<file path="src/design/sdmac_macros.svh">
// Widths and offsets are fixed for the 8-bit offset map; VERSION writes are ignored by design
`ifndef SDMAC_MACROS_SVH
`define SDMAC_MACROS_SVH

`define SDMAC_ADDR_W 8                  // CPU register offset width
`define SDMAC_DATA_W 32                 // Register and bus word width

// Register offsets
`define SDMAC_OFS_WTC     8'h04         // Word transfer count, read only
`define SDMAC_OFS_CONTR   8'h08         // Control register
`define SDMAC_OFS_ACR     8'h0C         // Address counter, write only
`define SDMAC_OFS_ST_DMA  8'h10         // Start DMA on any access
`define SDMAC_OFS_FLUSH   8'h14         // Flush, sets flush done
`define SDMAC_OFS_CLR_INT 8'h18         // Clear interrupt
`define SDMAC_OFS_ISTR    8'h1C         // Interrupt status, read only
`define SDMAC_OFS_VERSION 8'h20         // Fixed version word
`define SDMAC_OFS_SP_DMA  8'h3C         // Stop DMA on any access
`define SDMAC_OFS_SSPBDAT 8'h58         // Data port

// External SCSI chip window, offsets 0x40 to 0x4F
`define SDMAC_WD_PAGE 4'h4

`define SDMAC_VERSION 32'h5344_0001     // Read value of the VERSION register

// Bytes per beat, ACR advances by one 32-bit word
`define SDMAC_ACR_STEP 32'd4

`endif

</file>
<file path="src/design/sdmac_pkg.sv">
// Reserved bits in CONTR and ISTR always read as zero; bit positions follow the SDMAC layout
package sdmac_pkg;

`include "sdmac_macros.svh"

  // Control register, only three bits are kept
  typedef struct packed {
    logic [26:0] rsvd_hi;     // [31:5]
    logic        reset_pend;  // [4] Peripheral reset request
    logic        rsvd_3;      // [3]
    logic        inten;       // [2] Interrupt enable
    logic        dmadir;      // [1] 1 = host to SCSI
    logic        rsvd_0;      // [0]
  } contr_t;

  // Interrupt status
  typedef struct packed {
    logic [26:0] rsvd_hi;     // [31:5]
    logic        int_p;       // [4] Sticky SCSI interrupt
    logic [1:0]  rsvd_mid;    // [3:2]
    logic        dma_act;     // [1] Mirror of DMA active
    logic        fe;          // [0] Flush done
  } istr_t;

  // Register snapshot from execute to result
  typedef struct packed {
    logic [`SDMAC_DATA_W-1:0] wtc;
    contr_t                   contr;
    logic [`SDMAC_DATA_W-1:0] acr;
    istr_t                    istr;
    logic [`SDMAC_DATA_W-1:0] sspbdat;
  } sdmac_regs_t;

endpackage

</file>
<file path="src/design/sdmac_dec_if.sv">
// Strobes are single-cycle and only high in the cycle a request is accepted
`timescale 1ns/1ps

interface sdmac_dec_if;

  // Register read strobes
  logic wtc_rd;
  logic contr_rd;
  logic istr_rd;
  logic sspbdat_rd;
  logic version_rd;

  // Register write strobes
  logic contr_wr;
  logic acr_wr;
  logic sspbdat_wr;

  // Action strobes, fire on read or write
  logic st_dma;
  logic sp_dma;
  logic clr_int;
  logic flush;

  logic wd_hit;   // External SCSI chip window

  modport decode (
    output wtc_rd, contr_rd, istr_rd, sspbdat_rd, version_rd,
    output contr_wr, acr_wr, sspbdat_wr,
    output st_dma, sp_dma, clr_int, flush,
    output wd_hit
  );

  modport execute (
    input contr_wr, acr_wr, sspbdat_wr,
    input st_dma, sp_dma, clr_int, flush
  );

  modport result (
    input wtc_rd, contr_rd, istr_rd, sspbdat_rd, version_rd,
    input wd_hit
  );

endinterface

</file>
<file path="src/design/addr_decoder.sv">
// Purely combinational; addr and rw must be stable while accept is high
`timescale 1ns/1ps

`include "sdmac_macros.svh"

module addr_decoder (
  input  logic                     accept,  // Request accepted this cycle
  input  logic [`SDMAC_ADDR_W-1:0] addr,    // Register offset
  input  logic                     rw,      // 1 = read
  sdmac_dec_if.decode              dec
);

  logic h_04;
  logic h_08;
  logic h_0c;
  logic h_10;
  logic h_14;
  logic h_18;
  logic h_1c;
  logic h_20;
  logic h_3c;
  logic h_58;

  // Offset hits, only during an accepted request
  assign h_04 = accept & (addr == `SDMAC_OFS_WTC);
  assign h_08 = accept & (addr == `SDMAC_OFS_CONTR);
  assign h_0c = accept & (addr == `SDMAC_OFS_ACR);
  assign h_10 = accept & (addr == `SDMAC_OFS_ST_DMA);
  assign h_14 = accept & (addr == `SDMAC_OFS_FLUSH);
  assign h_18 = accept & (addr == `SDMAC_OFS_CLR_INT);
  assign h_1c = accept & (addr == `SDMAC_OFS_ISTR);
  assign h_20 = accept & (addr == `SDMAC_OFS_VERSION);
  assign h_3c = accept & (addr == `SDMAC_OFS_SP_DMA);
  assign h_58 = accept & (addr == `SDMAC_OFS_SSPBDAT);

  assign dec.wd_hit = accept & (addr[7:4] == `SDMAC_WD_PAGE);

  // Read strobes
  assign dec.wtc_rd     = h_04 & rw;
  assign dec.contr_rd   = h_08 & rw;
  assign dec.istr_rd    = h_1c & rw;
  assign dec.sspbdat_rd = h_58 & rw;
  assign dec.version_rd = h_20 & rw;

  // Write strobes, a VERSION write has none
  assign dec.contr_wr   = h_08 & ~rw;
  assign dec.acr_wr     = h_0c & ~rw;
  assign dec.sspbdat_wr = h_58 & ~rw;

  // Actions ignore the direction
  assign dec.st_dma  = h_10;
  assign dec.sp_dma  = h_3c;
  assign dec.clr_int = h_18;
  assign dec.flush   = h_14;

endmodule

</file>
<file path="src/design/sdmac_regs.sv">
// Beats count only while DMA is active; a start in the same cycle as a beat wins
`timescale 1ns/1ps

`include "sdmac_macros.svh"

module sdmac_regs
  import sdmac_pkg::*;
(
  input  logic                     clk,
  input  logic                     arst_n,
  sdmac_dec_if.execute             dec,
  input  logic [`SDMAC_DATA_W-1:0] wdata,
  input  logic                     dma_beat,   // One pulse per moved word
  input  logic                     scsi_int,   // Level from the SCSI chip
  output sdmac_regs_t              regs,
  output logic                     dma_active,
  output logic                     irq
);

  contr_t                   contr_q;
  contr_t                   contr_word;
  contr_t                   contr_in;
  istr_t                    istr;
  logic [`SDMAC_DATA_W-1:0] acr_q;
  logic [`SDMAC_DATA_W-1:0] wtc_q;
  logic [`SDMAC_DATA_W-1:0] sspbdat_q;
  logic                     int_p_q;
  logic                     fe_q;
  logic                     active_q;
  logic                     beat_ok;

  assign contr_word = contr_t'(wdata);

  // Keep only the implemented control bits
  always_comb begin
    contr_in            = '0;
    contr_in.dmadir     = contr_word.dmadir;
    contr_in.inten      = contr_word.inten;
    contr_in.reset_pend = contr_word.reset_pend;
  end

  assign beat_ok = dma_beat & active_q & ~dec.st_dma;

  always_ff @(posedge clk or negedge arst_n) begin
    if (!arst_n) begin
      contr_q   <= '0;
      sspbdat_q <= '0;
    end else begin
      if (dec.contr_wr) begin
        contr_q <= contr_in;
      end
      if (dec.sspbdat_wr) begin
        sspbdat_q <= wdata;
      end
    end
  end

  // Address and word counters
  always_ff @(posedge clk or negedge arst_n) begin
    if (!arst_n) begin
      acr_q <= '0;
      wtc_q <= '0;
    end else begin
      if (dec.acr_wr) begin
        acr_q <= wdata;                      // CPU load has priority
      end else if (beat_ok) begin
        acr_q <= acr_q + `SDMAC_ACR_STEP;
      end
      if (dec.st_dma) begin
        wtc_q <= '0;
      end else if (beat_ok) begin
        wtc_q <= wtc_q + `SDMAC_DATA_W'(1);
      end
    end
  end

  // DMA state, interrupt and flush flags
  always_ff @(posedge clk or negedge arst_n) begin
    if (!arst_n) begin
      active_q <= 1'b0;
      int_p_q  <= 1'b0;
      fe_q     <= 1'b0;
    end else begin
      if (dec.st_dma) begin
        active_q <= 1'b1;
      end else if (dec.sp_dma) begin
        active_q <= 1'b0;
      end
      if (dec.clr_int) begin
        int_p_q <= 1'b0;                     // Clear beats a new interrupt
      end else if (scsi_int) begin
        int_p_q <= 1'b1;
      end
      if (dec.st_dma) begin
        fe_q <= 1'b0;
      end else if (dec.flush) begin
        fe_q <= 1'b1;                        // No FIFO, flush completes at once
      end
    end
  end

  always_comb begin
    istr         = '0;
    istr.int_p   = int_p_q;
    istr.fe      = fe_q;
    istr.dma_act = active_q;
  end

  always_comb begin
    regs.wtc     = wtc_q;
    regs.contr   = contr_q;
    regs.acr     = acr_q;
    regs.istr    = istr;
    regs.sspbdat = sspbdat_q;
  end

  assign dma_active = active_q;
  assign irq        = int_p_q & contr_q.inten;

endmodule

</file>
<file path="src/design/sdmac_resp.sv">
// One outstanding request; read data is the register value before the same access
`timescale 1ns/1ps

`include "sdmac_macros.svh"

module sdmac_resp
  import sdmac_pkg::*;
(
  input  logic                     clk,
  input  logic                     arst_n,
  sdmac_dec_if.result              dec,
  input  sdmac_regs_t              regs,
  input  logic                     accept,
  input  logic                     rsp_ready,
  output logic                     rsp_valid,
  output logic [`SDMAC_DATA_W-1:0] rsp_rdata,
  output logic                     wd_sel,     // One-cycle chip select pulse
  output logic                     req_ready
);

  logic [`SDMAC_DATA_W-1:0] rd_word;
  logic                     valid_q;
  logic [`SDMAC_DATA_W-1:0] rdata_q;
  logic                     wd_sel_q;

  // At most one read strobe is high, writes and misses give zero
  assign rd_word = ({`SDMAC_DATA_W{dec.wtc_rd}}     & regs.wtc)
                 | ({`SDMAC_DATA_W{dec.contr_rd}}   & regs.contr)
                 | ({`SDMAC_DATA_W{dec.istr_rd}}    & regs.istr)
                 | ({`SDMAC_DATA_W{dec.sspbdat_rd}} & regs.sspbdat)
                 | ({`SDMAC_DATA_W{dec.version_rd}} & `SDMAC_VERSION);

  // Free when empty or when the held response leaves this cycle
  assign req_ready = ~valid_q | rsp_ready;

  always_ff @(posedge clk or negedge arst_n) begin
    if (!arst_n) begin
      valid_q <= 1'b0;
      rdata_q <= '0;
    end else begin
      if (accept) begin
        valid_q <= 1'b1;
        rdata_q <= rd_word;
      end else if (rsp_ready) begin
        valid_q <= 1'b0;
      end
    end
  end

  always_ff @(posedge clk or negedge arst_n) begin
    if (!arst_n) begin
      wd_sel_q <= 1'b0;
    end else begin
      wd_sel_q <= dec.wd_hit;
    end
  end

  assign rsp_valid = valid_q;
  assign rsp_rdata = rdata_q;
  assign wd_sel    = wd_sel_q;

endmodule

</file>
<file path="src/design/sdmac_top.sv">
// Register block only; no data mover, FIFO or bus-width conversion behind dma_beat
`timescale 1ns/1ps

`include "sdmac_macros.svh"

module sdmac_top
  import sdmac_pkg::*;
(
  input  logic                     clk,
  input  logic                     arst_n,

  // CPU request
  input  logic                     req_valid,
  output logic                     req_ready,
  input  logic [`SDMAC_ADDR_W-1:0] req_addr,
  input  logic                     req_rw,      // 1 = read
  input  logic [`SDMAC_DATA_W-1:0] req_wdata,

  // CPU response
  output logic                     rsp_valid,
  input  logic                     rsp_ready,
  output logic [`SDMAC_DATA_W-1:0] rsp_rdata,

  // DMA and interrupt side
  input  logic                     dma_beat,
  input  logic                     scsi_int,
  output logic                     dma_active,
  output logic                     dma_dir,
  output logic [`SDMAC_DATA_W-1:0] dma_addr,    // Current ACR
  output logic                     irq,
  output logic                     wd_sel
);

  sdmac_dec_if dec_if ();

  sdmac_regs_t regs;
  logic        accept;

  assign accept = req_valid & req_ready;

  addr_decoder addr_decoder_i (
    .accept (accept),
    .addr   (req_addr),
    .rw     (req_rw),
    .dec    (dec_if.decode)
  );

  sdmac_regs sdmac_regs_i (
    .clk        (clk),
    .arst_n     (arst_n),
    .dec        (dec_if.execute),
    .wdata      (req_wdata),
    .dma_beat   (dma_beat),
    .scsi_int   (scsi_int),
    .regs       (regs),
    .dma_active (dma_active),
    .irq        (irq)
  );

  sdmac_resp sdmac_resp_i (
    .clk       (clk),
    .arst_n    (arst_n),
    .dec       (dec_if.result),
    .regs      (regs),
    .accept    (accept),
    .rsp_ready (rsp_ready),
    .rsp_valid (rsp_valid),
    .rsp_rdata (rsp_rdata),
    .wd_sel    (wd_sel),
    .req_ready (req_ready)
  );

  assign dma_dir  = regs.contr.dmadir;
  assign dma_addr = regs.acr;

endmodule

</file>
<file path="config.mk">
export PLATFORM = sky130hd
export DESIGN_NAME = sdmac_top
export DESIGN_NICKNAME = d
export VERILOG_FILES = /design/src/design/sdmac_pkg.sv /design/src/design/sdmac_dec_if.sv /design/src/design/addr_decoder.sv /design/src/design/sdmac_regs.sv /design/src/design/sdmac_resp.sv /design/src/design/sdmac_top.sv
export VERILOG_INCLUDE_DIRS = /design/src /design/src/design
export SDC_FILE = /design/constraint.sdc
export NUM_CORES = 1
export LEC_CHECK = 0
export ABC_AREA = 1
export BUFFER_PORTS_ARGS = -buffer_cell sky130_fd_sc_hd__buf_2
export CAP_MARGIN = 25
export CORE_ASPECT_RATIO = 1.25
export CORE_MARGIN = 8
export CORE_UTILIZATION = 58
export DETAILED_ROUTE_END_ITERATION = 12
export PLACE_DENSITY = 0.81
export SETUP_SLACK_MARGIN = 0.02
export SYNTH_ARGS = -nofsm -noshare
export SYNTH_HDL_FRONTEND = slang
export SYNTH_SLANG_ARGS = --single-unit
</file>
<file path="constraint.sdc">
create_clock -name clk -period 1.7 [get_ports clk]
set_input_delay 0.085 -clock clk [delete_from_list [all_inputs] [get_ports clk]]
set_output_delay 0.085 -clock clk [all_outputs]
set_load 0.02 [all_outputs]
</file>
==> metrics.md <==
| Metric | Value |
|---|---|
| Number of global-route vias before repair | 7,836 |
| Area of the core | 0.0132 mm^2 |
| CP most frequent cell | nand2_1 |
| Worst-path cell chain | dlygate4sd3_1 -> buf_2 -> nor2_1 -> nand2_1 -> nor2_2 -> nand3_4 -> buf_12 -> buf_4 -> nand3_1 -> nand2_1 -> inv_1 -> nand2_1 |
| Hold Crit Depth | 3 |
| Clk Latency, worst-skew pair | around 0.42 ns |
| Slack of the critical path | 0.0501 ns |
| Crit share post-route | 0.971 |
| Slowest cell on crit path | dlygate4sd3_1 |
| Buf/Inv on CP | 5 |
| RSZ-0062 raised after global routing | yes |
| CTS clock-pin slew for the worst setup and hold paths | roughly 0.060 ns |
| Critical Path RT | 2.02 ns |
| FF+latch count, synth | 136 |
| Delay-heaviest family, CP | buffers and inverters |
| Layout cells sized above 1 | 0.216 |
| Crit path kind | input port to flip-flop |
| Total GRT Usage | 0.262 |
| Final Cell Area | just under 0.01 mm^2 |
| Worst R2R Setup Slack | ~0.08 ns |
| Placed Area | 0.00867 mm^2 |
| Total Wirelength | 24,500 um |
| Max-Cap Viols | 0 |
| First-pass GRT wire length | 37,400 um |
| Cell variety after synth | 33 |
| Cells after Synth | 1,087 |
| Initial core utilization | 0.593 |
| Grt ovf | 0 |
| Area growth from synthesis to layout | 25.9% |
| Nature of the critical path endpoint | flip-flop |
| Synth Net Count | between 1,000 and 1,500 |
| Setup WS pre-CTS | 0.0151 ns |
| Count of pins over their slew limit | 0 |
| Layout Nets | 1,304 |
| Worst-Margin Slew | 0.480 ns |
| Slew margin rel. | 0.680 |
| Setup violators final | 0 |
| Clock Tree Buf Depth | 2 |
| Starting DRC count in detailed routing | between 700 and 800 |
| Die area | 0.0175 mm^2 |
| R2r worst-path depth | 10 |
| WL per Instance | 17.0 um |
| Synth Area per Inst | 7.21 um^2 |
| Pre-Repair DR Iteration Count | 7 |
| Chip Width | between 100 and 150 um |
| CP peak stage delay | 0.54 ns |
| Worst EP arrival | ~2 ns |
| Post-route DRC violation count | 0 |
| Die Y | between 100 and 150 um |
| Skew final | 0.00864 ns |
| Final Hold Viols | 0 |
| Antenna Nets Post-Route | 0 |
| Largest fanout on the critical path | 7 |
| Via count | 8,078 |
| Tmin final | 1.65 ns |
| Num CTS Buffers | 17 |
| Status | finished, final reports clean |
| TritonCTS Sinks | 136 |
| Largest net degree at the start of global routing | 65 |
| CTS root buffer | clkbuf_16 |
| Startpoint types | input port |
| Yosys warnings | 0 |
| CTS tree | built |
| DP Wirelength | between 15,000 and 20,000 um |
| Setup Total Neg Slack | 0 ns |
| Post-synthesis sequential area ratio | 0.434 |
| Total Power | 8.58 mW |
| Gp weighted congestion | 0.937 |
| Ports | around 120 |
| Row count | between 40 and 50 |
| Crit. path cell count | 12 |
| Syn Std Cell Area | 0.00784 mm^2 |
| Port buffer count | between 100 and 150 |
| Worst min path class | input port to flip-flop |
| PwrDens | between 800 and 900 mW/mm^2 |
| H-tree depth | 4 |
| Fmax | 606 MHz |
| Via density | between 5 and 6 |
| Initial antenna violation count | 2 |
| Lkg Pwr | roughly 5.2 nW |
| Maximum vdd drop | 562 uV |
-- cell usage after synthesis, drive strengths merged --
cell type	instances	area, um^2
nand2	384	1450
a21oi	11	55.1
xnor2	7	61.3
clkbuf	10	37.5
o211a	1	10.0
inv	111	419
dfrtp	136	3400
o21ai	56	400
ha	2	25.0
nand4	29	181
xor2	8	70.1
buf	54	420
a2bb2oi	1	8.76
nand3	128	658
nor3b	1	7.51
nor3	9	56.3
o21bai	1	7.51
o31ai	1	7.51
nand3b	4	30.0
clkinv	1	3.75
nor2	128	505
a31oi	4	25.0
-- cell usage in the layout, fill, tap and decap left out, types with 21 or more instances in the layout --
cell type      netlist  routed
nor2_1             122     114
dlygate4sd3_1        0      37
o21ai_0             24      23
inv_1              108     106
buf_2                9     115
nand2_1            381     376
clkbuf_16            0      21
o21ai_2             32      32
nand3_1            126     122
buf_4               35      42
dfrtp_1            136     135
nand4_1             29      29
-- cell families after synthesis --
| group | Yosys count | share of synthesized area |
|---|---|---|
| buffers and inverters | 176 | 0.112 |
| adders and majority gates | 2 | 0.00319 |
| xor gates and xnor gates | 15 | 0.0168 |
| AOI/OAI and AO/OA | 75 | 0.0656 |
| and+or+nand+nor | 683 | 0.368 |
| DFF | 136 | 0.434 |
-- report_power, final --
| group | switching (mW) | internal, mW |
|---|---|---|
| clock | 1.43 | 2.09 |
| combinational | 0.819 | 0.533 |
| sequential | 0.268 | 3.44 |
| total | 2.51 | 6.06 |
-- path summary, 6_finish.rpt --
path / end / startpoint
worst min-delay path: sdmac_resp_i.wd_sel$_DFF_PN0_ / req_addr[6]
worst max register to register: sdmac_regs_i.acr_q[7]$_DFFE_PN0P_ / sdmac_resp_i.rsp_valid$_DFFE_PN0P_
max in group asynchronous: sdmac_regs_i.wtc_q[20]$_DFFE_PN0P_ / arst_n
worst min register to register: sdmac_regs_i.sspbdat_q[28]$_DFFE_PN0P_ / sdmac_regs_i.sspbdat_q[28]$_DFFE_PN0P_
min in group asynchronous: sdmac_regs_i.acr_q[3]$_DFFE_PN0P_ / arst_n
worst max-delay path: sdmac_regs_i.acr_q[20]$_DFFE_PN0P_ / req_addr[5]
-- worst reg2reg max path, stage by stage, from the launching register on --
cell and delay (ns):
dfrtp_1 0.38, nand2_2 0.10, nand2_2 0.07, buf_4 0.15
inv_6 0.08, nand3_4 0.07, nor2_4 0.22, nor2_4 0.09
clkbuf_16 0.18, nand2_2 0.07, nand3_1 0.09
-- per-layer routing --
layer	up-vias	GRT usage	wire, um
met2	414	0.454	12700
met5	-	0	0
met1	3819	0.306	9020
li1	3754	-	-
met3	91	0.0532	1830
met4	0	0.116	952
-- layout make-up --
cell class                 count  area (um^2)
multi-input combinational    775         3640
clock inverter                11         98.8
inverter                     112          425
fill                         992         3350
clock buffer                  21          460
tap                          171          214
timing repair buffer         213         1630
antenna                        2         5.00
sequential                   136         3400
-- state kept, by name, summed over array words and instances (netlist names), 3 cells and up --
name / cells
sdmac_regs_i.regs: 3
sdmac_regs_i.sspbdat_q: 32
sdmac_regs_i.acr_q: 32
sdmac_resp_i.rsp_rdata: 32
sdmac_regs_i.wtc_q: 32
-- stage by stage --
step / util / instances / hold WS [ns]
after CTS: 0.726 / 1427 / 0.0370
after floorplan: - / 1087 / -0.211
after global routing: 0.746 / 1441 / 0.0622
final: 0.746 / 1441 / 0.0574
after detailed placement: 0.655 / 1358 / -0.0596
after global placement: 0.655 / 1358 / -0.0610
-- what timing repair did --
item                                    in CTS  in global routing
gates cloned                                 0                  5
hold endpoints to repair                   206                  0
endpoints found under the setup margin       2                 51
hold buffers                                37                  0
resized for setup                            1                 31
buffers inserted                             0                  7
pin swaps                                    0                  4
Note: power is estimated with default switching activity, not from simulation.
